$ cat src/hw/rv_decode_pkg.sv
// RV64I base ISA only; alu_op codes are local to this stage and the U immediate is left unshifted
package rv_decode_pkg;

  localparam int XLEN       = 64;
  localparam int REG_ADDR_W = 5;
  localparam int NUM_REGS   = 32;

  // one-hot, bit positions follow the execute stage's class decode
  typedef enum logic [7:0] {
    CLS_NONE = 8'h00,
    STORE    = 8'h01,
    LOAD     = 8'h02,
    BRANCH   = 8'h04,
    REGREG   = 8'h08,
    REGIMM   = 8'h10,
    REGIMMW  = 8'h20,
    REGREGW  = 8'h40,
    SYS      = 8'h80
  } inst_class_e;

  typedef enum logic [7:0] {
    OP_NONE = 8'd0,
    OP_LUI, OP_AUIPC, OP_JAL, OP_JALR,
    OP_BEQ, OP_BNE, OP_BLT, OP_BGE, OP_BLTU, OP_BGEU,
    OP_LOAD, OP_STORE,
    OP_ADDI, OP_SLTI, OP_SLTIU, OP_XORI, OP_ORI, OP_ANDI,
    OP_SLLI, OP_SRLI, OP_SRAI,
    OP_ADD, OP_SUB, OP_SLL, OP_SLT, OP_SLTU,
    OP_XOR, OP_SRL, OP_SRA, OP_OR, OP_AND,
    OP_ADDIW, OP_SLLIW, OP_SRLIW, OP_SRAIW,
    OP_ADDW, OP_SUBW, OP_SLLW, OP_SRLW, OP_SRAW,
    OP_ECALL, OP_MRET,
    OP_CSRRW, OP_CSRRS, OP_CSRRC, OP_CSRRWI, OP_CSRRSI, OP_CSRRCI
  } alu_op_e;

  typedef enum logic [1:0] {
    SRC_REG  = 2'd0,
    SRC_PC   = 2'd1,
    SRC_IMM  = 2'd2,
    SRC_ZERO = 2'd3
  } op_src_e;

  typedef struct packed {
    logic            valid;
    logic [XLEN-1:0] pc;
    logic [31:0]     inst;
  } fetch_t;

  typedef struct packed {
    inst_class_e           inst_class;
    alu_op_e               alu_op;
    logic [REG_ADDR_W-1:0] rs1;
    logic                  rs1_re;
    logic [REG_ADDR_W-1:0] rs2;
    logic                  rs2_re;
    logic [REG_ADDR_W-1:0] rd;
    logic                  rd_we;
    logic [XLEN-1:0]       imm;
    op_src_e               op1_src;
    op_src_e               op2_src;
    logic [2:0]            mem_op;
    logic [11:0]           store_offset;
    logic                  is_jalr;
  } dec_t;

  // is_load only meaningful on the execute port
  typedef struct packed {
    logic                  ena;
    logic [REG_ADDR_W-1:0] addr;
    logic [XLEN-1:0]       data;
    logic                  is_load;
  } fwd_t;

  typedef struct packed {
    logic                  ena;
    logic [REG_ADDR_W-1:0] addr;
    logic [XLEN-1:0]       data;
  } wb_t;

  typedef struct packed {
    logic                  valid;
    logic [XLEN-1:0]       pc;
    inst_class_e           inst_class;
    alu_op_e               alu_op;
    logic [XLEN-1:0]       op1;
    logic [XLEN-1:0]       op2;
    logic                  rd_we;
    logic [REG_ADDR_W-1:0] rd;
    logic [2:0]            mem_op;
    logic [11:0]           store_offset;
  } issue_t;

  typedef struct packed {
    logic            valid;
    logic [XLEN-1:0] pc;
  } redirect_t;

endpackage

$ cat src/hw/operand_forward.sv
// execute beats memory beats register file; no JALR prediction, every JALR redirects when not stalled
module operand_forward (
  input  rv_decode_pkg::dec_t             dec_i,
  input  logic [rv_decode_pkg::XLEN-1:0]  pc_i,
  input  logic                            valid_i,
  input  logic [rv_decode_pkg::XLEN-1:0]  rdata1_i,
  input  logic [rv_decode_pkg::XLEN-1:0]  rdata2_i,
  input  rv_decode_pkg::fwd_t             ex_fwd_i,
  input  rv_decode_pkg::fwd_t             mem_fwd_i,
  output logic [rv_decode_pkg::XLEN-1:0]  op1_o,
  output logic [rv_decode_pkg::XLEN-1:0]  op2_o,
  output logic                            stall_o,
  output rv_decode_pkg::redirect_t        redirect_o
);

  logic                           ex_hit1;
  logic                           ex_hit2;
  logic                           mem_hit1;
  logic                           mem_hit2;
  logic [rv_decode_pkg::XLEN-1:0] reg1;
  logic [rv_decode_pkg::XLEN-1:0] reg2;
  logic [rv_decode_pkg::XLEN-1:0] target;

  // x0 never matches, its value is always zero
  function automatic logic src_hit(input logic re,
                                   input logic [rv_decode_pkg::REG_ADDR_W-1:0] addr,
                                   input rv_decode_pkg::fwd_t src);
    return re && (addr != '0) && src.ena && (src.addr == addr);
  endfunction

  assign ex_hit1  = src_hit(dec_i.rs1_re, dec_i.rs1, ex_fwd_i);
  assign ex_hit2  = src_hit(dec_i.rs2_re, dec_i.rs2, ex_fwd_i);
  assign mem_hit1 = src_hit(dec_i.rs1_re, dec_i.rs1, mem_fwd_i);
  assign mem_hit2 = src_hit(dec_i.rs2_re, dec_i.rs2, mem_fwd_i);

  assign reg1 = ex_hit1 ? ex_fwd_i.data : (mem_hit1 ? mem_fwd_i.data : rdata1_i);
  assign reg2 = ex_hit2 ? ex_fwd_i.data : (mem_hit2 ? mem_fwd_i.data : rdata2_i);

  // load result not available until after memory
  assign stall_o = ex_fwd_i.is_load && (ex_hit1 || ex_hit2);

  always_comb begin : op1_mux
    case (dec_i.op1_src)
      rv_decode_pkg::SRC_REG: op1_o = reg1;
      rv_decode_pkg::SRC_PC:  op1_o = pc_i;
      rv_decode_pkg::SRC_IMM: op1_o = {{(rv_decode_pkg::XLEN-5){1'b0}}, dec_i.rs1};
      default:                op1_o = '0;
    endcase
  end

  always_comb begin : op2_mux
    case (dec_i.op2_src)
      rv_decode_pkg::SRC_REG: op2_o = reg2;
      rv_decode_pkg::SRC_PC:  op2_o = pc_i;
      rv_decode_pkg::SRC_IMM: op2_o = dec_i.imm;
      default:                op2_o = '0;
    endcase
  end

  assign target           = dec_i.imm + reg1;
  assign redirect_o.valid = valid_i && dec_i.is_jalr && !stall_o;
  assign redirect_o.pc    = {target[rv_decode_pkg::XLEN-1:1], 1'b0};

endmodule

$ cat config.mk
export PLATFORM = sky130hd
export DESIGN_NAME = operand_forward
export DESIGN_NICKNAME = d
export VERILOG_FILES = /design/src/hw/rv_decode_pkg.sv /design/src/hw/operand_forward.sv
export SDC_FILE = /design/constraint.sdc
export NUM_CORES = 1
export LEC_CHECK = 0
export ABC_AREA = 1
export BUFFER_PORTS_ARGS = -buffer_cell sky130_fd_sc_hd__buf_2
export CAP_MARGIN = 40
export CORE_AREA = 2 2 248 250
export DETAILED_ROUTE_END_ITERATION = 8
export DIE_AREA = 0 0 250 252
export PLACE_DENSITY = 0.47
export SLEW_MARGIN = 5
export SYNTH_ARGS = -nofsm -noshare
export SYNTH_HDL_FRONTEND = slang
export SYNTH_SLANG_ARGS = --single-unit
$ cat constraint.sdc
create_clock -name vclk -period 5.8
set_input_delay 0.58 -clock vclk [all_inputs]
set_output_delay 0.58 -clock vclk [all_outputs]
set_load 0.02 [all_outputs]
==> impl_summary.log <==
[metrics] via density per instance: 4.777
[metrics] Cell variety after synth: 50
[metrics] Hold Path Class: in2out
[metrics] Seq cells: 0
[metrics] count of routing violations after the opening detailed-route iteration: 1241
[metrics] relative contribution of combinational cells to total power: 100.0%
[metrics] Placeable Area: ~60000 µm²
[metrics] number of resized instances in the post-cts repair step: 0
[metrics] DRC violations left: 0
[metrics] total number of placement rows: 90
[metrics] routed length per instance: 21.00 µm
[metrics] die span in y: 252 µm
[metrics] number of vias in the routed layout: 14780
[metrics] number of violations of the max-capacitance limit: 0
[metrics] initial antenna violation count: 8
[metrics] leakage power of the design: 6.834 nW
[metrics] sum of net half-perimeters after detailed placement: 55.01 mm
[metrics] count of clock buffers in the final design: 0
[metrics] CTS hold repair buffers: 0
[metrics] worst slew pin tran: around 0.89 ns
[metrics] ratio of total power to cell area: around 120 nW/µm²
[metrics] Period minus WS final: 5.369 ns
[metrics] number of antenna-violating nets in the routed design: 0
[metrics] overall die width: ~250 µm
[metrics] number of cells produced by synthesis: 1762
[metrics] signed area change from the synthesized netlist to the final layout: 43.87%
[metrics] synthesized net count: 2279
[metrics] total number of nets in the final design: 2826
[metrics] first drt pass iteration count: 6
[metrics] remaining max-slew budget at the tightest pin: 40.34%
[metrics] starting density of the core: 15.22%
[metrics] residual overflow from global routing: 0
[metrics] final number of setup-violating endpoints: 0
[metrics] via count of the first global-routing pass: 14270
[metrics] mapped cell area: 9155 µm²
[metrics] net switching component of the power: roughly 1.1 mW
[metrics] synthesized area divided by synthesized cell count: 5.196 µm²
[metrics] CP max FO: 56
[metrics] crit path launch type: primary input
[metrics] category of the most critical setup path: in2out
[metrics] largest vdd supply drop: ~0.027 mV
[metrics] Worst Path Required: 5.22 ns
[metrics] switching share of power: about two thirds
[metrics] Int Pwr: between 0.5 and 0.6 mW
[metrics] RSZ-0062 raised after global routing: false
[metrics] Setup Fix Bufs, Post-CTS: 0
[metrics] CP Data Arrival Time: 4.79 ns
[metrics] kind of capture point of the worst setup path: primary output
[metrics] global-route wire length before repair: 92.53 mm
[metrics] final count of hold timing violations: 0
[metrics] global-route usage over all layers: roughly a fifth
[metrics] Max Clock Freq: 186.3 MHz
[metrics] largest net degree at the start of global routing: 68
[metrics] routability congestion estimate: roughly 0.9
[metrics] Routed Wire Length: 64.94 mm
[metrics] Total Power: 1.586 mW
[metrics] Die Area: about 63000 µm²
[metrics] sequential cell fraction of total power: 0%
[metrics] Final Slew Violations: 0
[metrics] area occupied by registers: 0 µm²
[metrics] share of the clock period used by the worst path after layout: 92.56%
[metrics] status: complete, no violations
[metrics] filler instances: between 7000 and 8000
[metrics] number of ports placed on the die boundary: 647
[metrics] port bufs: ~610
[metrics] fraction of final layout cells sized beyond drive strength 1: 29.35%
[metrics] Synth Warn #: 0
[metrics] sum of negative setup slack: 0 ns
[metrics] share of total power in the clock network: 0%
[metrics] sequential cell area fraction in the yosys report: 0%
[worst max-delay path, stage by stage]
cell and delay [ns]:
sky130_fd_sc_hd__buf_2 0.13, sky130_fd_sc_hd__inv_1 0.06, sky130_fd_sc_hd__o22ai_1 0.16, sky130_fd_sc_hd__nor3_1 0.07
sky130_fd_sc_hd__buf_4 0.16, sky130_fd_sc_hd__nand2_4 0.09, sky130_fd_sc_hd__buf_12 0.24, sky130_fd_sc_hd__buf_4 0.48
sky130_fd_sc_hd__nor2_1 0.07, sky130_fd_sc_hd__a31oi_1 0.55, sky130_fd_sc_hd__ha_1 0.42, sky130_fd_sc_hd__a21oi_1 0.23
sky130_fd_sc_hd__o21a_1 0.16, sky130_fd_sc_hd__o21ai_0 0.14, sky130_fd_sc_hd__a221oi_1 0.29, sky130_fd_sc_hd__o21ai_0 0.19
sky130_fd_sc_hd__buf_4 0.20, sky130_fd_sc_hd__a21oi_1 0.16, sky130_fd_sc_hd__xnor2_1 0.13, sky130_fd_sc_hd__buf_2 0.20
[placed cells by master, fill, tap and decap left out, types with 3 or more instances in the layout]
master                     instances
sky130_fd_sc_hd__nor2_1          247
sky130_fd_sc_hd__xnor2_1          17
sky130_fd_sc_hd__buf_12            6
sky130_fd_sc_hd__a21boi_0          3
sky130_fd_sc_hd__nand2_1         349
sky130_fd_sc_hd__o21ai_0         177
sky130_fd_sc_hd__inv_1           255
sky130_fd_sc_hd__nand3_1          87
sky130_fd_sc_hd__a31oi_1          72
sky130_fd_sc_hd__nor3_1           11
sky130_fd_sc_hd__ha_1             63
sky130_fd_sc_hd__a21oi_1         101
sky130_fd_sc_hd__o22ai_1           4
sky130_fd_sc_hd__o221ai_1         69
sky130_fd_sc_hd__buf_4            24
sky130_fd_sc_hd__nor2_4            3
sky130_fd_sc_hd__a21boi_1          3
sky130_fd_sc_hd__inv_2             9
sky130_fd_sc_hd__nand2_2          11
sky130_fd_sc_hd__o21a_1           19
sky130_fd_sc_hd__diode_2           4
sky130_fd_sc_hd__nand4_1           7
sky130_fd_sc_hd__nand3_4           3
sky130_fd_sc_hd__o21ai_1           5
sky130_fd_sc_hd__o211ai_1          4
sky130_fd_sc_hd__nor4_1            5
sky130_fd_sc_hd__xor2_1           47
sky130_fd_sc_hd__a21o_1            4
sky130_fd_sc_hd__o21bai_1          8
sky130_fd_sc_hd__buf_2           607
sky130_fd_sc_hd__a211oi_1         63
[final timing paths]
kind,start,cells after the start,end,slack (ns)
hold / removal,dec_i[0],4,redirect_o[64],1.48
setup / recovery,ex_fwd_i[66],20,redirect_o[58],0.43
[power groups by stage]
stage	clock network, mW	logic (mW)	registers [mW]
2_1_floorplan	0	0.873	0
3_3_place_gp	0	1.59	0
3_5_place_dp	0	1.59	0
4_1_cts	0	1.59	0
5_1_grt	0.0000000924	1.72	0
6_report	0.0000000924	1.59	0
[stage by stage]
step	hold slack, ns	instances	worst slack, ns	util, %	cell area, µm²
2_1_floorplan	1.286	1762	1.632	-	9155
3_3_place_gp	1.478	3087	0.4308	21.82	13120
3_5_place_dp	1.479	3089	0.4117	21.89	13160
4_1_cts	1.480	3089	0.3994	21.89	13160
5_1_grt	1.498	3093	0.1229	21.90	13170
6_report	1.481	3093	0.4313	21.90	13170
[cell usage after synthesis, drive strengths merged]
master / instances / area, µm²
a2111oi: 2 / 36.29
xor2: 47 / 411.6
a211oi: 64 / 485.5
a21o: 4 / 30.03
o21a: 19 / 142.6
fa: 1 / 20.02
a31oi: 72 / 450.4
nand4: 7 / 43.79
and3: 1 / 6.260
nor2: 250 / 945.9
nand3: 92 / 475.5
o41ai: 1 / 8.760
conb: 1 / 3.750
o2111ai: 1 / 8.760
o21bai: 9 / 71.32
nand2: 362 / 1391
o311ai: 1 / 8.760
a21oi: 101 / 505.5
clkbuf: 73 / 274.0
o211ai: 4 / 30.03
or2: 1 / 6.260
inv: 264 / 990.9
a221oi: 3 / 32.53
a21boi: 7 / 56.30
nand3b: 1 / 7.510
o221ai: 69 / 604.3
buf: 19 / 96.34
ha: 63 / 788.3
xnor2: 17 / 148.9
o22ai: 4 / 25.02
nor4: 5 / 31.28
o21ai: 185 / 952.2
nor3: 12 / 65.06
[layer usage]
metal  vias to the layer above  track usage (%)  wire length (µm)
li1                       7111                -                 -
met1                      6837            24.79             27860
met2                       738            33.92             31030
met3                        86            2.827              4638
met4                         4            3.867              1385
met5                         -                0                30
[cells by family after synthesis]
kind of cell    Yosys count  share of synthesized area, %
simple gates            731                         32.47
compound gates          546                         37.67
buf+inv                 356                         14.87
xor+xnor                 64                         6.123
fa+ha+maj                64                         8.829
other cells               1                       0.04096
[final cells by class]
type | count | area (µm²) | share of cell area (%)
antenna | 4 | 10.01 | 0.07599
inverter | 264 | 991.0 | 7.523
timing repair buffer | 637 | 3338 | 25.34
tap | 782 | 978.4 | 7.429
multi-input combinational | 1406 | 7854 | 59.63
(Power assumes the default switching activity.)
