--- config.mk ---
export PLATFORM = sky130hd
export DESIGN_NAME = inst_decoder
export DESIGN_NICKNAME = d
export VERILOG_FILES = /design/src/hw/rv_decode_pkg.sv /design/src/hw/inst_decoder.sv
export SDC_FILE = /design/constraint.sdc
export NUM_CORES = 1
export LEC_CHECK = 0
export ABC_AREA = 1
export BUFFER_PORTS_ARGS = -buffer_cell sky130_fd_sc_hd__buf_2
export CAP_MARGIN = 10
export CORE_MARGIN = 3
export CORE_UTILIZATION = 30
export DETAILED_ROUTE_END_ITERATION = 10
export PLACE_DENSITY_LB_ADDON = 0.1
export SLEW_MARGIN = 20
export SYNTH_ARGS = -nofsm -noshare
export SYNTH_HDL_FRONTEND = slang
export SYNTH_SLANG_ARGS = --single-unit
--- constraint.sdc ---
create_clock -name vclk -period 3.5
set_clock_uncertainty 0.2 [all_clocks]
set_input_delay 0.7 -clock vclk [all_inputs]
set_output_delay 0.7 -clock vclk [all_outputs]
set_load 0.03 [all_outputs]
--- src/hw/rv_decode_pkg.sv ---
// RV64I base ISA only; alu_op codes are local to this stage and the U immediate is left unshifted
package rv_decode_pkg;

  localparam int XLEN       = 64;
  localparam int REG_ADDR_W = 5;
  localparam int NUM_REGS   = 32;

  // one-hot, bit positions follow the execute stage's class decode
  typedef enum logic [7:0] {
    CLS_NONE = 8'h00,
    STORE    = 8'h01,
    LOAD     = 8'h02,
    BRANCH   = 8'h04,
    REGREG   = 8'h08,
    REGIMM   = 8'h10,
    REGIMMW  = 8'h20,
    REGREGW  = 8'h40,
    SYS      = 8'h80
  } inst_class_e;

  typedef enum logic [7:0] {
    OP_NONE = 8'd0,
    OP_LUI, OP_AUIPC, OP_JAL, OP_JALR,
    OP_BEQ, OP_BNE, OP_BLT, OP_BGE, OP_BLTU, OP_BGEU,
    OP_LOAD, OP_STORE,
    OP_ADDI, OP_SLTI, OP_SLTIU, OP_XORI, OP_ORI, OP_ANDI,
    OP_SLLI, OP_SRLI, OP_SRAI,
    OP_ADD, OP_SUB, OP_SLL, OP_SLT, OP_SLTU,
    OP_XOR, OP_SRL, OP_SRA, OP_OR, OP_AND,
    OP_ADDIW, OP_SLLIW, OP_SRLIW, OP_SRAIW,
    OP_ADDW, OP_SUBW, OP_SLLW, OP_SRLW, OP_SRAW,
    OP_ECALL, OP_MRET,
    OP_CSRRW, OP_CSRRS, OP_CSRRC, OP_CSRRWI, OP_CSRRSI, OP_CSRRCI
  } alu_op_e;

  typedef enum logic [1:0] {
    SRC_REG  = 2'd0,
    SRC_PC   = 2'd1,
    SRC_IMM  = 2'd2,
    SRC_ZERO = 2'd3
  } op_src_e;

  typedef struct packed {
    logic            valid;
    logic [XLEN-1:0] pc;
    logic [31:0]     inst;
  } fetch_t;

  typedef struct packed {
    inst_class_e           inst_class;
    alu_op_e               alu_op;
    logic [REG_ADDR_W-1:0] rs1;
    logic                  rs1_re;
    logic [REG_ADDR_W-1:0] rs2;
    logic                  rs2_re;
    logic [REG_ADDR_W-1:0] rd;
    logic                  rd_we;
    logic [XLEN-1:0]       imm;
    op_src_e               op1_src;
    op_src_e               op2_src;
    logic [2:0]            mem_op;
    logic [11:0]           store_offset;
    logic                  is_jalr;
  } dec_t;

  // is_load only meaningful on the execute port
  typedef struct packed {
    logic                  ena;
    logic [REG_ADDR_W-1:0] addr;
    logic [XLEN-1:0]       data;
    logic                  is_load;
  } fwd_t;

  typedef struct packed {
    logic                  ena;
    logic [REG_ADDR_W-1:0] addr;
    logic [XLEN-1:0]       data;
  } wb_t;

  typedef struct packed {
    logic                  valid;
    logic [XLEN-1:0]       pc;
    inst_class_e           inst_class;
    alu_op_e               alu_op;
    logic [XLEN-1:0]       op1;
    logic [XLEN-1:0]       op2;
    logic                  rd_we;
    logic [REG_ADDR_W-1:0] rd;
    logic [2:0]            mem_op;
    logic [11:0]           store_offset;
  } issue_t;

  typedef struct packed {
    logic            valid;
    logic [XLEN-1:0] pc;
  } redirect_t;

endpackage

--- src/hw/inst_decoder.sv ---
// 32-bit encodings only (opcode[1:0] must be 11); unknown opcodes give class CLS_NONE and OP_NONE
module inst_decoder (
  input  rv_decode_pkg::fetch_t fetch_i,
  output rv_decode_pkg::dec_t   dec_o
);

  logic [31:0]                              inst;
  logic [6:0]                               opcode;
  logic [2:0]                               funct3;
  logic [6:0]                               funct7;
  logic [rv_decode_pkg::REG_ADDR_W-1:0]     rd;
  logic [rv_decode_pkg::REG_ADDR_W-1:0]     rs1;
  logic [rv_decode_pkg::REG_ADDR_W-1:0]     rs2;
  logic [11:0]                              s_imm12;
  logic [rv_decode_pkg::XLEN-1:0]           i_imm;
  logic [rv_decode_pkg::XLEN-1:0]           s_imm;
  logic [rv_decode_pkg::XLEN-1:0]           b_imm;
  logic [rv_decode_pkg::XLEN-1:0]           u_imm;
  logic [rv_decode_pkg::XLEN-1:0]           j_imm;
  rv_decode_pkg::inst_class_e               cls;
  rv_decode_pkg::alu_op_e                   op;
  logic                                     is_lui;
  logic                                     is_auipc;
  logic                                     is_jal;
  logic                                     is_jalr;
  logic                                     csr_reg;
  logic                                     csr_imm;
  logic                                     rs1_re;
  logic                                     rs2_re;

  assign inst    = fetch_i.inst;
  assign opcode  = inst[6:0];
  assign rd      = inst[11:7];
  assign funct3  = inst[14:12];
  assign rs1     = inst[19:15];
  assign rs2     = inst[24:20];
  assign funct7  = inst[31:25];
  assign s_imm12 = {inst[31:25], inst[11:7]};

  assign i_imm = {{52{inst[31]}}, inst[31:20]};
  assign s_imm = {{52{inst[31]}}, s_imm12};
  assign b_imm = {{51{inst[31]}}, inst[31], inst[7], inst[30:25], inst[11:8], 1'b0};
  // raw 20-bit field, execute applies the shift by 12
  assign u_imm = {{44{inst[31]}}, inst[31:12]};
  assign j_imm = {{43{inst[31]}}, inst[31], inst[19:12], inst[20], inst[30:21], 1'b0};

  assign is_lui   = (opcode == 7'b0110111);
  assign is_auipc = (opcode == 7'b0010111);
  assign is_jal   = (opcode == 7'b1101111);
  assign is_jalr  = (opcode == 7'b1100111);

  always_comb begin : classify
    case (opcode)
      7'b1110011: cls = rv_decode_pkg::SYS;
      7'b0111011: cls = rv_decode_pkg::REGREGW;
      7'b0011011: cls = rv_decode_pkg::REGIMMW;
      7'b0010011: cls = rv_decode_pkg::REGIMM;
      7'b0110011: cls = rv_decode_pkg::REGREG;
      7'b1100011: cls = rv_decode_pkg::BRANCH;
      7'b0000011: cls = rv_decode_pkg::LOAD;
      7'b0100011: cls = rv_decode_pkg::STORE;
      default:    cls = rv_decode_pkg::CLS_NONE;
    endcase
  end

  assign csr_reg = (cls == rv_decode_pkg::SYS) && (funct3 inside {3'b001, 3'b010, 3'b011});
  assign csr_imm = (cls == rv_decode_pkg::SYS) && (funct3 inside {3'b101, 3'b110, 3'b111});

  always_comb begin : op_select
    op = rv_decode_pkg::OP_NONE;
    case (cls)
      rv_decode_pkg::REGIMM: begin
        case (funct3)
          3'b000:  op = rv_decode_pkg::OP_ADDI;
          3'b001:  op = rv_decode_pkg::OP_SLLI;
          3'b010:  op = rv_decode_pkg::OP_SLTI;
          3'b011:  op = rv_decode_pkg::OP_SLTIU;
          3'b100:  op = rv_decode_pkg::OP_XORI;
          3'b101:  op = inst[30] ? rv_decode_pkg::OP_SRAI : rv_decode_pkg::OP_SRLI;
          3'b110:  op = rv_decode_pkg::OP_ORI;
          default: op = rv_decode_pkg::OP_ANDI;
        endcase
      end
      rv_decode_pkg::REGIMMW: begin
        case (funct3)
          3'b000:  op = rv_decode_pkg::OP_ADDIW;
          3'b001:  op = rv_decode_pkg::OP_SLLIW;
          3'b101:  op = inst[30] ? rv_decode_pkg::OP_SRAIW : rv_decode_pkg::OP_SRLIW;
          default: op = rv_decode_pkg::OP_NONE;
        endcase
      end
      rv_decode_pkg::REGREG: begin
        case (funct3)
          3'b000:  op = funct7[5] ? rv_decode_pkg::OP_SUB : rv_decode_pkg::OP_ADD;
          3'b001:  op = rv_decode_pkg::OP_SLL;
          3'b010:  op = rv_decode_pkg::OP_SLT;
          3'b011:  op = rv_decode_pkg::OP_SLTU;
          3'b100:  op = rv_decode_pkg::OP_XOR;
          3'b101:  op = funct7[5] ? rv_decode_pkg::OP_SRA : rv_decode_pkg::OP_SRL;
          3'b110:  op = rv_decode_pkg::OP_OR;
          default: op = rv_decode_pkg::OP_AND;
        endcase
      end
      rv_decode_pkg::REGREGW: begin
        case (funct3)
          3'b000:  op = funct7[5] ? rv_decode_pkg::OP_SUBW : rv_decode_pkg::OP_ADDW;
          3'b001:  op = rv_decode_pkg::OP_SLLW;
          3'b101:  op = funct7[5] ? rv_decode_pkg::OP_SRAW : rv_decode_pkg::OP_SRLW;
          default: op = rv_decode_pkg::OP_NONE;
        endcase
      end
      rv_decode_pkg::BRANCH: begin
        case (funct3)
          3'b000:  op = rv_decode_pkg::OP_BEQ;
          3'b001:  op = rv_decode_pkg::OP_BNE;
          3'b100:  op = rv_decode_pkg::OP_BLT;
          3'b101:  op = rv_decode_pkg::OP_BGE;
          3'b110:  op = rv_decode_pkg::OP_BLTU;
          3'b111:  op = rv_decode_pkg::OP_BGEU;
          default: op = rv_decode_pkg::OP_NONE;
        endcase
      end
      rv_decode_pkg::SYS: begin
        case (funct3)
          3'b000:  op = (funct7 == 7'b0011000) ? rv_decode_pkg::OP_MRET : rv_decode_pkg::OP_ECALL;
          3'b001:  op = rv_decode_pkg::OP_CSRRW;
          3'b010:  op = rv_decode_pkg::OP_CSRRS;
          3'b011:  op = rv_decode_pkg::OP_CSRRC;
          3'b101:  op = rv_decode_pkg::OP_CSRRWI;
          3'b110:  op = rv_decode_pkg::OP_CSRRSI;
          3'b111:  op = rv_decode_pkg::OP_CSRRCI;
          default: op = rv_decode_pkg::OP_NONE;
        endcase
      end
      rv_decode_pkg::LOAD:  op = rv_decode_pkg::OP_LOAD;
      rv_decode_pkg::STORE: op = rv_decode_pkg::OP_STORE;
      default: begin
        if (is_lui) op = rv_decode_pkg::OP_LUI;
        else if (is_auipc) op = rv_decode_pkg::OP_AUIPC;
        else if (is_jal) op = rv_decode_pkg::OP_JAL;
        else if (is_jalr) op = rv_decode_pkg::OP_JALR;
      end
    endcase
  end

  // jalr reads rs1 for its target
  assign rs1_re = (cls inside {rv_decode_pkg::REGREGW, rv_decode_pkg::REGIMMW,
                               rv_decode_pkg::REGIMM, rv_decode_pkg::REGREG,
                               rv_decode_pkg::BRANCH, rv_decode_pkg::LOAD,
                               rv_decode_pkg::STORE}) || csr_reg || is_jalr;
  assign rs2_re = cls inside {rv_decode_pkg::REGREGW, rv_decode_pkg::REGREG,
                              rv_decode_pkg::BRANCH, rv_decode_pkg::STORE};

  always_comb begin : assemble
    dec_o = '0;
    if (fetch_i.valid) begin
      dec_o.inst_class = cls;
      dec_o.alu_op     = op;
      dec_o.rs1        = rs1;
      dec_o.rs1_re     = rs1_re;
      dec_o.rs2        = rs2;
      dec_o.rs2_re     = rs2_re;
      dec_o.rd_we      = (rd != '0) && ((cls inside {rv_decode_pkg::SYS, rv_decode_pkg::REGREGW,
                                                     rv_decode_pkg::REGIMMW, rv_decode_pkg::REGIMM,
                                                     rv_decode_pkg::REGREG, rv_decode_pkg::LOAD})
                                        || is_lui || is_auipc || is_jal || is_jalr);
      dec_o.rd         = dec_o.rd_we ? rd : '0;
      if (cls == rv_decode_pkg::STORE) dec_o.imm = s_imm;
      else if (cls == rv_decode_pkg::BRANCH) dec_o.imm = b_imm;
      else if (is_lui || is_auipc) dec_o.imm = u_imm;
      else if (is_jal) dec_o.imm = j_imm;
      else dec_o.imm = i_imm;
      if (rs1_re) dec_o.op1_src = rv_decode_pkg::SRC_REG;
      else if (is_auipc || is_jal) dec_o.op1_src = rv_decode_pkg::SRC_PC;
      else if (csr_imm) dec_o.op1_src = rv_decode_pkg::SRC_IMM;
      else dec_o.op1_src = rv_decode_pkg::SRC_ZERO;
      if (rs2_re) dec_o.op2_src = rv_decode_pkg::SRC_REG;
      else if ((cls inside {rv_decode_pkg::REGIMM, rv_decode_pkg::REGIMMW, rv_decode_pkg::SYS})
               || is_lui || is_auipc) dec_o.op2_src = rv_decode_pkg::SRC_IMM;
      else if (is_jal || is_jalr) dec_o.op2_src = rv_decode_pkg::SRC_PC;
      else dec_o.op2_src = rv_decode_pkg::SRC_ZERO;
      dec_o.mem_op     = funct3;
      if (cls == rv_decode_pkg::LOAD) dec_o.store_offset = inst[31:20];
      else if (cls == rv_decode_pkg::STORE) dec_o.store_offset = s_imm12;
      dec_o.is_jalr    = is_jalr;
    end
  end

endmodule

==> key figures, run 1 <==
Global route
  – Largest net degree at the start of global routing: 45
  – Initial antenna violation count: 0
  – Number of global-route vias before repair: 2,250
  – Tot GR Track Use: 19.2%
  – Grt ovf: 0
  – Global-route wire length before repair: 11.7 mm

Floorplanning
  – DIE AREA: 7380 µm²
  – Die width: 85.9 µm
  – Top Ports: 215
  – Initial Utilization: 31.6%
  – Die Y: 85.9 µm
  – Core area: 6060 µm²
  – Row count: 28

Drt
  – DR WL/cell: 13.5 µm
  – Number of vias per cell: 4.71
  – ANT nets after route: 0
  – Final wirelength: 7.64 mm
  – Drt drc: 0
  – Pre-antenna DRT Iters: 4
  – Initial DRC count: 168
  – Via count: 2,657

Synthesis
  – Synth Warn #: 0
  – Post-synthesis sequential area ratio: 0%
  – Mapped Area: 1910 µm²
  – Main combinational cell family by area after synthesis: simple AND/OR/NAND/NOR gates
  – Syn Area/Cell: 4.91 µm²
  – Synth Area in Compound Gates: 20.5%
  – Adder-cell share of the synthesized area: 0%
  – Post-synthesis mux area share: 0%
  – Distinct cells, synth: 30
  – Xor/xnor share of the synthesized area: 0%
  – Post-synthesis simple-gate area fraction: 46.6%
  – Syn Inst Count: 390

STA
  – Setup Viol. Count Final: 0
  – RSZ-0062 raised after global routing: false
  – Hold Violations, Final: 0
  – Max Clock Freq: 313 MHz
  – Min Tclk post-route: 3.20 ns
  – TNS Setup: 0 ns
  – Crit share post-route: 91.4%
  – Final Max Tran Viols: 0

Hold path
  – HP Class: in2out
  – Worst Hold Depth: 4
  – Hold Path End: dec_o[94]
  – Hold Crit Start: fetch_i[23]

Cells and area
  – Filler cells: 729
  – FF+latch area: 0 µm²
  – Leading cell type in the layout, fill and taps excluded: buf_2
  – Seq_cells: 0
  – Clkbuf count: 0
  – Share of layout cells above drive strength 1: 38.0%
  – Most frequent cells in the layout: buf_2 (149), nand2_1 (78), nor2_1 (74), inv_1 (54)
  – Final Net Count: 588
  – Ant. Diodes: 0
  – Area growth syn-to-layout: 27.7%
  – Final cell utilization of the core: 40.3%

Worst setup path
  – Most used cell, CP: nor2_1
  – Max incr delay on CP: 0.31 ns
  – CP required: 2.60 ns
  – CP Buf/Inv Count: 4
  – Worst path arrival time: 2.30 ns
  – Worst path cell trace: buf_2, inv_2, nand2_1, nor2_1, nand2_1, inv_1, o21ai_0, o211ai_1, nor2_1, nor2_1, buf_2
  – Largest delay contributor family on the critical path: simple AND/OR/NAND/NOR gates
  – CP max-delay cell: nand2_1
  – Worst setup path class: in2out
  – Setup crit end kind: output pin
  – Crit Path Max Fanout: 9
  – Startpoint types: primary input

Clock network
  – Post-CTS sizing: 0
  – Post-CTS setup buffer count: 0
  – Hold-fix buffer count after cts: 0

Flow run
  – Max-cap violation count: 0

Power and ir drop
  – Power density over the cells: 130 nW/µm²
  – Lkg Pwr: 1.68 nW
  – Sw Pwr: 232 µW
  – Sw Share: 73.1%
  – Maximum VDD drop: 0.102 mV
  – Logic pwr share: 100.0%
  – Seq pwr share: 0%
  – Cell-internal power: 85.2 µW
  – Clock share of power: 0%

Placement
  – Hpwl dp: 6.38 mm
  – Gpl congestion: 0.894
  – IO buf count: 149

Status
  – Outcome: finished clean
## metrics by stage
step	hold slack (ns)	setup slack, ns	area [µm²]	total power, mW	std cells
after floorplan	1.35	0.258	1920	0.247	391
after global placement	1.55	0.244	2440	0.319	564
after detailed placement	1.56	0.317	2440	0.318	564
after CTS	1.56	0.314	2440	0.319	564
after global routing	1.57	0.138	2440	0.342	564
final	1.55	0.300	2440	0.317	564
## worst max-delay path by stage
stage | slack, ns | startpoint | cells after the start | endpoint
3_5_place_dp | 0.32 | fetch_i[3] | 11 | dec_o[105]
4_1_cts | 0.31 | fetch_i[3] | 11 | dec_o[105]
2_1_floorplan | 0.26 | fetch_i[96] | 5 | dec_o[41]
6_report | 0.30 | fetch_i[3] | 11 | dec_o[105]
5_1_grt | 0.14 | fetch_i[3] | 11 | dec_o[105]
3_3_place_gp | 0.24 | fetch_i[3] | 11 | dec_o[105]
## kinds of logic after synthesis
group,count (synthesis)
and+or+nand+nor,206
AOI/OAI and AO/OA,64
buffers and inverters,119
other,1
## power groups by stage
stage | combinational [mW] | clock [mW] | sequential [mW]
floorplan | 0.247 | 0 | 0
global placement | 0.319 | 0 | 0
detailed placement | 0.318 | 0 | 0
CTS | 0.319 | 0 | 0
global route | 0.342 | 0 | 0
finish | 0.317 | 0 | 0
## per-layer routing
layer  vias to the layer above  global-route usage, %  part of all wire, %
met5                         -                      0                    0
li1                       1381                      -                    -
met4                         0                   1.44                 0.35
met1                      1154                   27.9                   46
met2                       120                   32.4                   46
met3                         2                  0.768                  7.7
## Yosys cell counts
library cell / number / area (µm²)
a211oi_1: 11 / 82.6
a211oi_2: 4 / 50.1
a21oi_1: 13 / 65.1
a31oi_1: 2 / 12.5
buf_1: 1 / 3.75
buf_2: 6 / 30.0
buf_4: 46 / 345
clkbuf_1: 7 / 26.3
conb_1: 1 / 3.75
inv_1: 54 / 203
inv_2: 5 / 18.8
nand2_1: 78 / 293
nand2_2: 6 / 37.5
nand2_4: 1 / 11.3
nand3_1: 28 / 140
nand3_2: 2 / 20.0
nand4_1: 1 / 6.26
nor2_1: 74 / 278
nor2_2: 5 / 31.3
nor2_4: 2 / 22.5
nor3_1: 6 / 30.0
nor3_2: 1 / 10.0
nor4_1: 1 / 6.26
o211ai_1: 1 / 7.51
o21ai_0: 28 / 140
o21ai_1: 2 / 10.0
o21ai_2: 1 / 8.76
o221ai_1: 1 / 8.76
o22ai_1: 1 / 6.26
or2_2: 1 / 6.26
## cell type report
| cell class | instances | area [µm²] | share of cell area (%) |
|---|---|---|---|
| multi-input cells | 272 | 1290 | 52.8 |
| repair buffers | 158 | 838 | 34.3 |
| inverters | 59 | 221 | 9.06 |
| well taps | 75 | 93.8 | 3.84 |
(Power assumes the default switching activity.)
==> run 2, diff against run 1 <==
--- a/config.mk
+++ b/config.mk
@@ -5,7 +5,6 @@
 export SDC_FILE = /design/constraint.sdc
 export NUM_CORES = 1
 export LEC_CHECK = 0
-export ABC_AREA = 1
 export BUFFER_PORTS_ARGS = -buffer_cell sky130_fd_sc_hd__buf_2
 export CAP_MARGIN = 10
 export CORE_MARGIN = 3
==> run 2 against run 1 <==
Effect of this change:
- combinational power rose by 8.5%
- worst hold slack improved by 0.028 ns
- highest routed layer unchanged
- clock-buffer cell count unchanged
- critical path type unchanged
==> key figures, run 2 <==
STA
  – Setup Viol. Count Final: 0 (unchanged)
  – TNS Setup: 0 ns (unchanged)
  – Worst setup margin: 0.188 ns (-0.112 ns)
  – Min Tclk post-route: 3.31 ns (+0.112 ns)
  – RSZ-0062 raised after global routing: false
  – Actual slew at the worst max-slew pin: 0.509 ns
  – Final Max Tran Viols: 0 (unchanged)
  – Hold Violations, Final: 0 (unchanged)
  – Final Hold Slack: 1.58 ns (+0.0280 ns)
  – Max Clock Freq: 302 MHz (-3.4%)
  – Slew Limit Headroom: 65.6%
  – Crit share post-route: 94.6% (+3.2 points)

Power and ir drop
  – Power density over the cells: 138 nW/µm² (+6.0%)
  – Logic pwr share: 100.0% (about the same)
  – Seq pwr share: 0% (unchanged)
  – Sw Share: 70.2% (-3.0 points)
  – Sw Pwr: 241 µW (+4.0%)
  – Lkg Pwr: 1.42 nW (-15%)
  – Clock share of power: 0% (unchanged)
  – Power Total: 344 µW (+8.4%)
  – Maximum VDD drop: 0.106 mV (+3.9%)
  – Cell-internal power: 103 µW (+20%)

Placement
  – Placed inst area: 2500 µm² (+2.3%)
  – Hpwl dp: 6.31 mm (-1.1%)
  – IO buf count: 149 (unchanged)
  – Gpl congestion: 0.900 (+0.73%)
  – Placed cell count: 494 (-12%)
  – Setup WS pre-CTS: 0.208 ns (-0.109 ns)

Worst setup path
  – Max incr delay on CP: 0.39 ns (+0.08 ns)
  – CP Buf/Inv Count: 3 (-1)
  – Crit Path Max Fanout: 16 (+7)
  – CP max-delay cell: nand2b_1
  – Critical path origin: fetch_i[6]
  – Largest delay contributor family on the critical path: simple AND/OR/NAND/NOR gates
  – Startpoint types: primary input
  – Worst path arrival time: 2.41 ns (+0.11 ns)
  – Setup crit end kind: output pin
  – Worst setup path class: in2out
  – Worst path cell trace: buf_2, nand2b_1, or2_1, buf_4, nand2_1, nand3_1, o211a_1, buf_2
  – Most used cell, CP: buf_2
  – CP required: 2.60 ns (about the same)

Global route
  – Number of global-route vias before repair: 2,288 (+1.7%)
  – Global-route wire length before repair: 12.2 mm (+3.7%)
  – Grt ovf: 0 (unchanged)
  – Largest net degree at the start of global routing: 45 (unchanged)
  – Initial antenna violation count: 0 (unchanged)
  – Tot GR Track Use: 19.3% (+0.085 points)

Cells and area
  – Final std cells w/o fill: 494 (-12%)
  – Leading cell type in the layout, fill and taps excluded: buf_2
  – Clkbuf count: 0 (unchanged)
  – Filler cells: 708 (-2.9%)
  – Final cell utilization of the core: 40.5% (+0.21 points)
  – Area growth syn-to-layout: 26.3%
  – Share of layout cells above drive strength 1: 42.5% (+4.4 points)
  – Final instance area: 2500 µm² (+2.3%)
  – Ant. Diodes: 0 (unchanged)
  – Seq_cells: 0 (unchanged)
  – FF+latch area: 0 µm² (unchanged)
  – Most frequent cells in the layout: buf_2 (149), nand2_1 (39), nor2_1 (29), and2_1 (23), buf_4 (21)
  – Final Net Count: 518 (-12%)

Drt
  – ANT nets after route: 0 (unchanged)
  – Final wirelength: 7.93 mm (+3.9%)
  – Met3 WL post-DR: 601 µm (+2.6%)
  – Initial DRC count: 179 (+6.5%)
  – DR WL/cell: 16.1 µm (+19%)
  – Drt drc: 0 (unchanged)
  – Number of vias per cell: 5.34 (+13%)
  – Wire length on met1: 3.64 mm (+4.5%)
  – Met2 WL: 3.65 mm (+3.1%)
  – Max layer used: met4
  – Pre-antenna DRT Iters: 4 (unchanged)
  – Via count: 2,639 (-0.68%)

Status
  – Outcome: finished clean

Clock network
  – Post-CTS sizing: 0 (unchanged)
  – Hold-fix buffer count after cts: 0 (unchanged)
  – Post-CTS setup buffer count: 0 (unchanged)

Synthesis
  – Syn Area/Cell: 6.15 µm² (+25%)
  – Synth Warn #: 0 (unchanged)
  – Syn Inst Count: 322 (-17%)
  – Distinct cells, synth: 60 (+100%)
  – Post-synth top cells: buf_4 (48), nand2_1 (39), nor2_1 (29), and2_1 (23), buf_2 (18)
  – Count leader, synth: buf_4
  – Yosys top cell by area: buf_4
  – Share of the synthesized area in the top cell type: 18.2% (+0.17 points)
  – Post-synthesis sequential area ratio: 0% (unchanged)
  – Synth area leaders: buf_4 (18%), nand2_1 (7.4%), and2_1 (7.3%), nor2_1 (5.5%), buf_2 (4.6%)
  – Mapped Area: 1980 µm² (+3.4%)

Floorplanning
  – Core area: 6170 µm² (+1.7%)
  – Row count: 28 (unchanged)
  – DIE AREA: 7610 µm² (+3.2%)
  – Initial Utilization: 32.1% (+0.52 points)
  – Top Ports: 215 (unchanged)
  – Die width: 87.2 µm (+1.6%)
  – Die Y: 87.2 µm (+1.6%)

Hold path
  – HP Class: in2out
  – Hold Crit Start: fetch_i[17]

Flow run
  – Max-cap violation count: 0 (unchanged)
## run 2: final cells by class
cell class         count  area, µm²  area share [%]
well taps             75       93.8            3.75
repair buffers       170        903            36.1
multi-input cells    244       1480            59.4
inverters              5       18.8           0.751
## run 2: kinds of logic after synthesis
kind of cell	Yosys count	synth area share, %
and+or+nand+nor	148	39.7
xor gates and xnor gates	1	0.443
muxes	5	2.53
buffers and inverters	79	25.2
other	1	0.189
AOI/OAI and AO/OA	88	31.9
## run 2: layer usage
metal	up-vias	global-route usage [%]
met5	-	0
met4	0	1.39
met3	4	1.61
met2	130	30.9
met1	1202	29.0
li1	1303	-
## run 2: power groups by stage
stage	logic [mW]	clock network [mW]	registers, mW
after floorplan	0.268	0	0
after global placement	0.344	0	0
after detailed placement	0.343	0	0
after CTS	0.344	0	0
after global routing	0.369	0	0
final	0.344	0	0
## run 2: final timing paths
check              endpoint  slack [ns]  cells past startpoint
setup / recovery  dec_o[24]        0.19                      8
hold / removal    dec_o[25]        1.58                      4
## run 2: worst min-delay path, stage by stage
cell      delay [ns]
buf_2           0.11
nand2_1         0.05
a21boi_1        0.05
buf_2           0.17
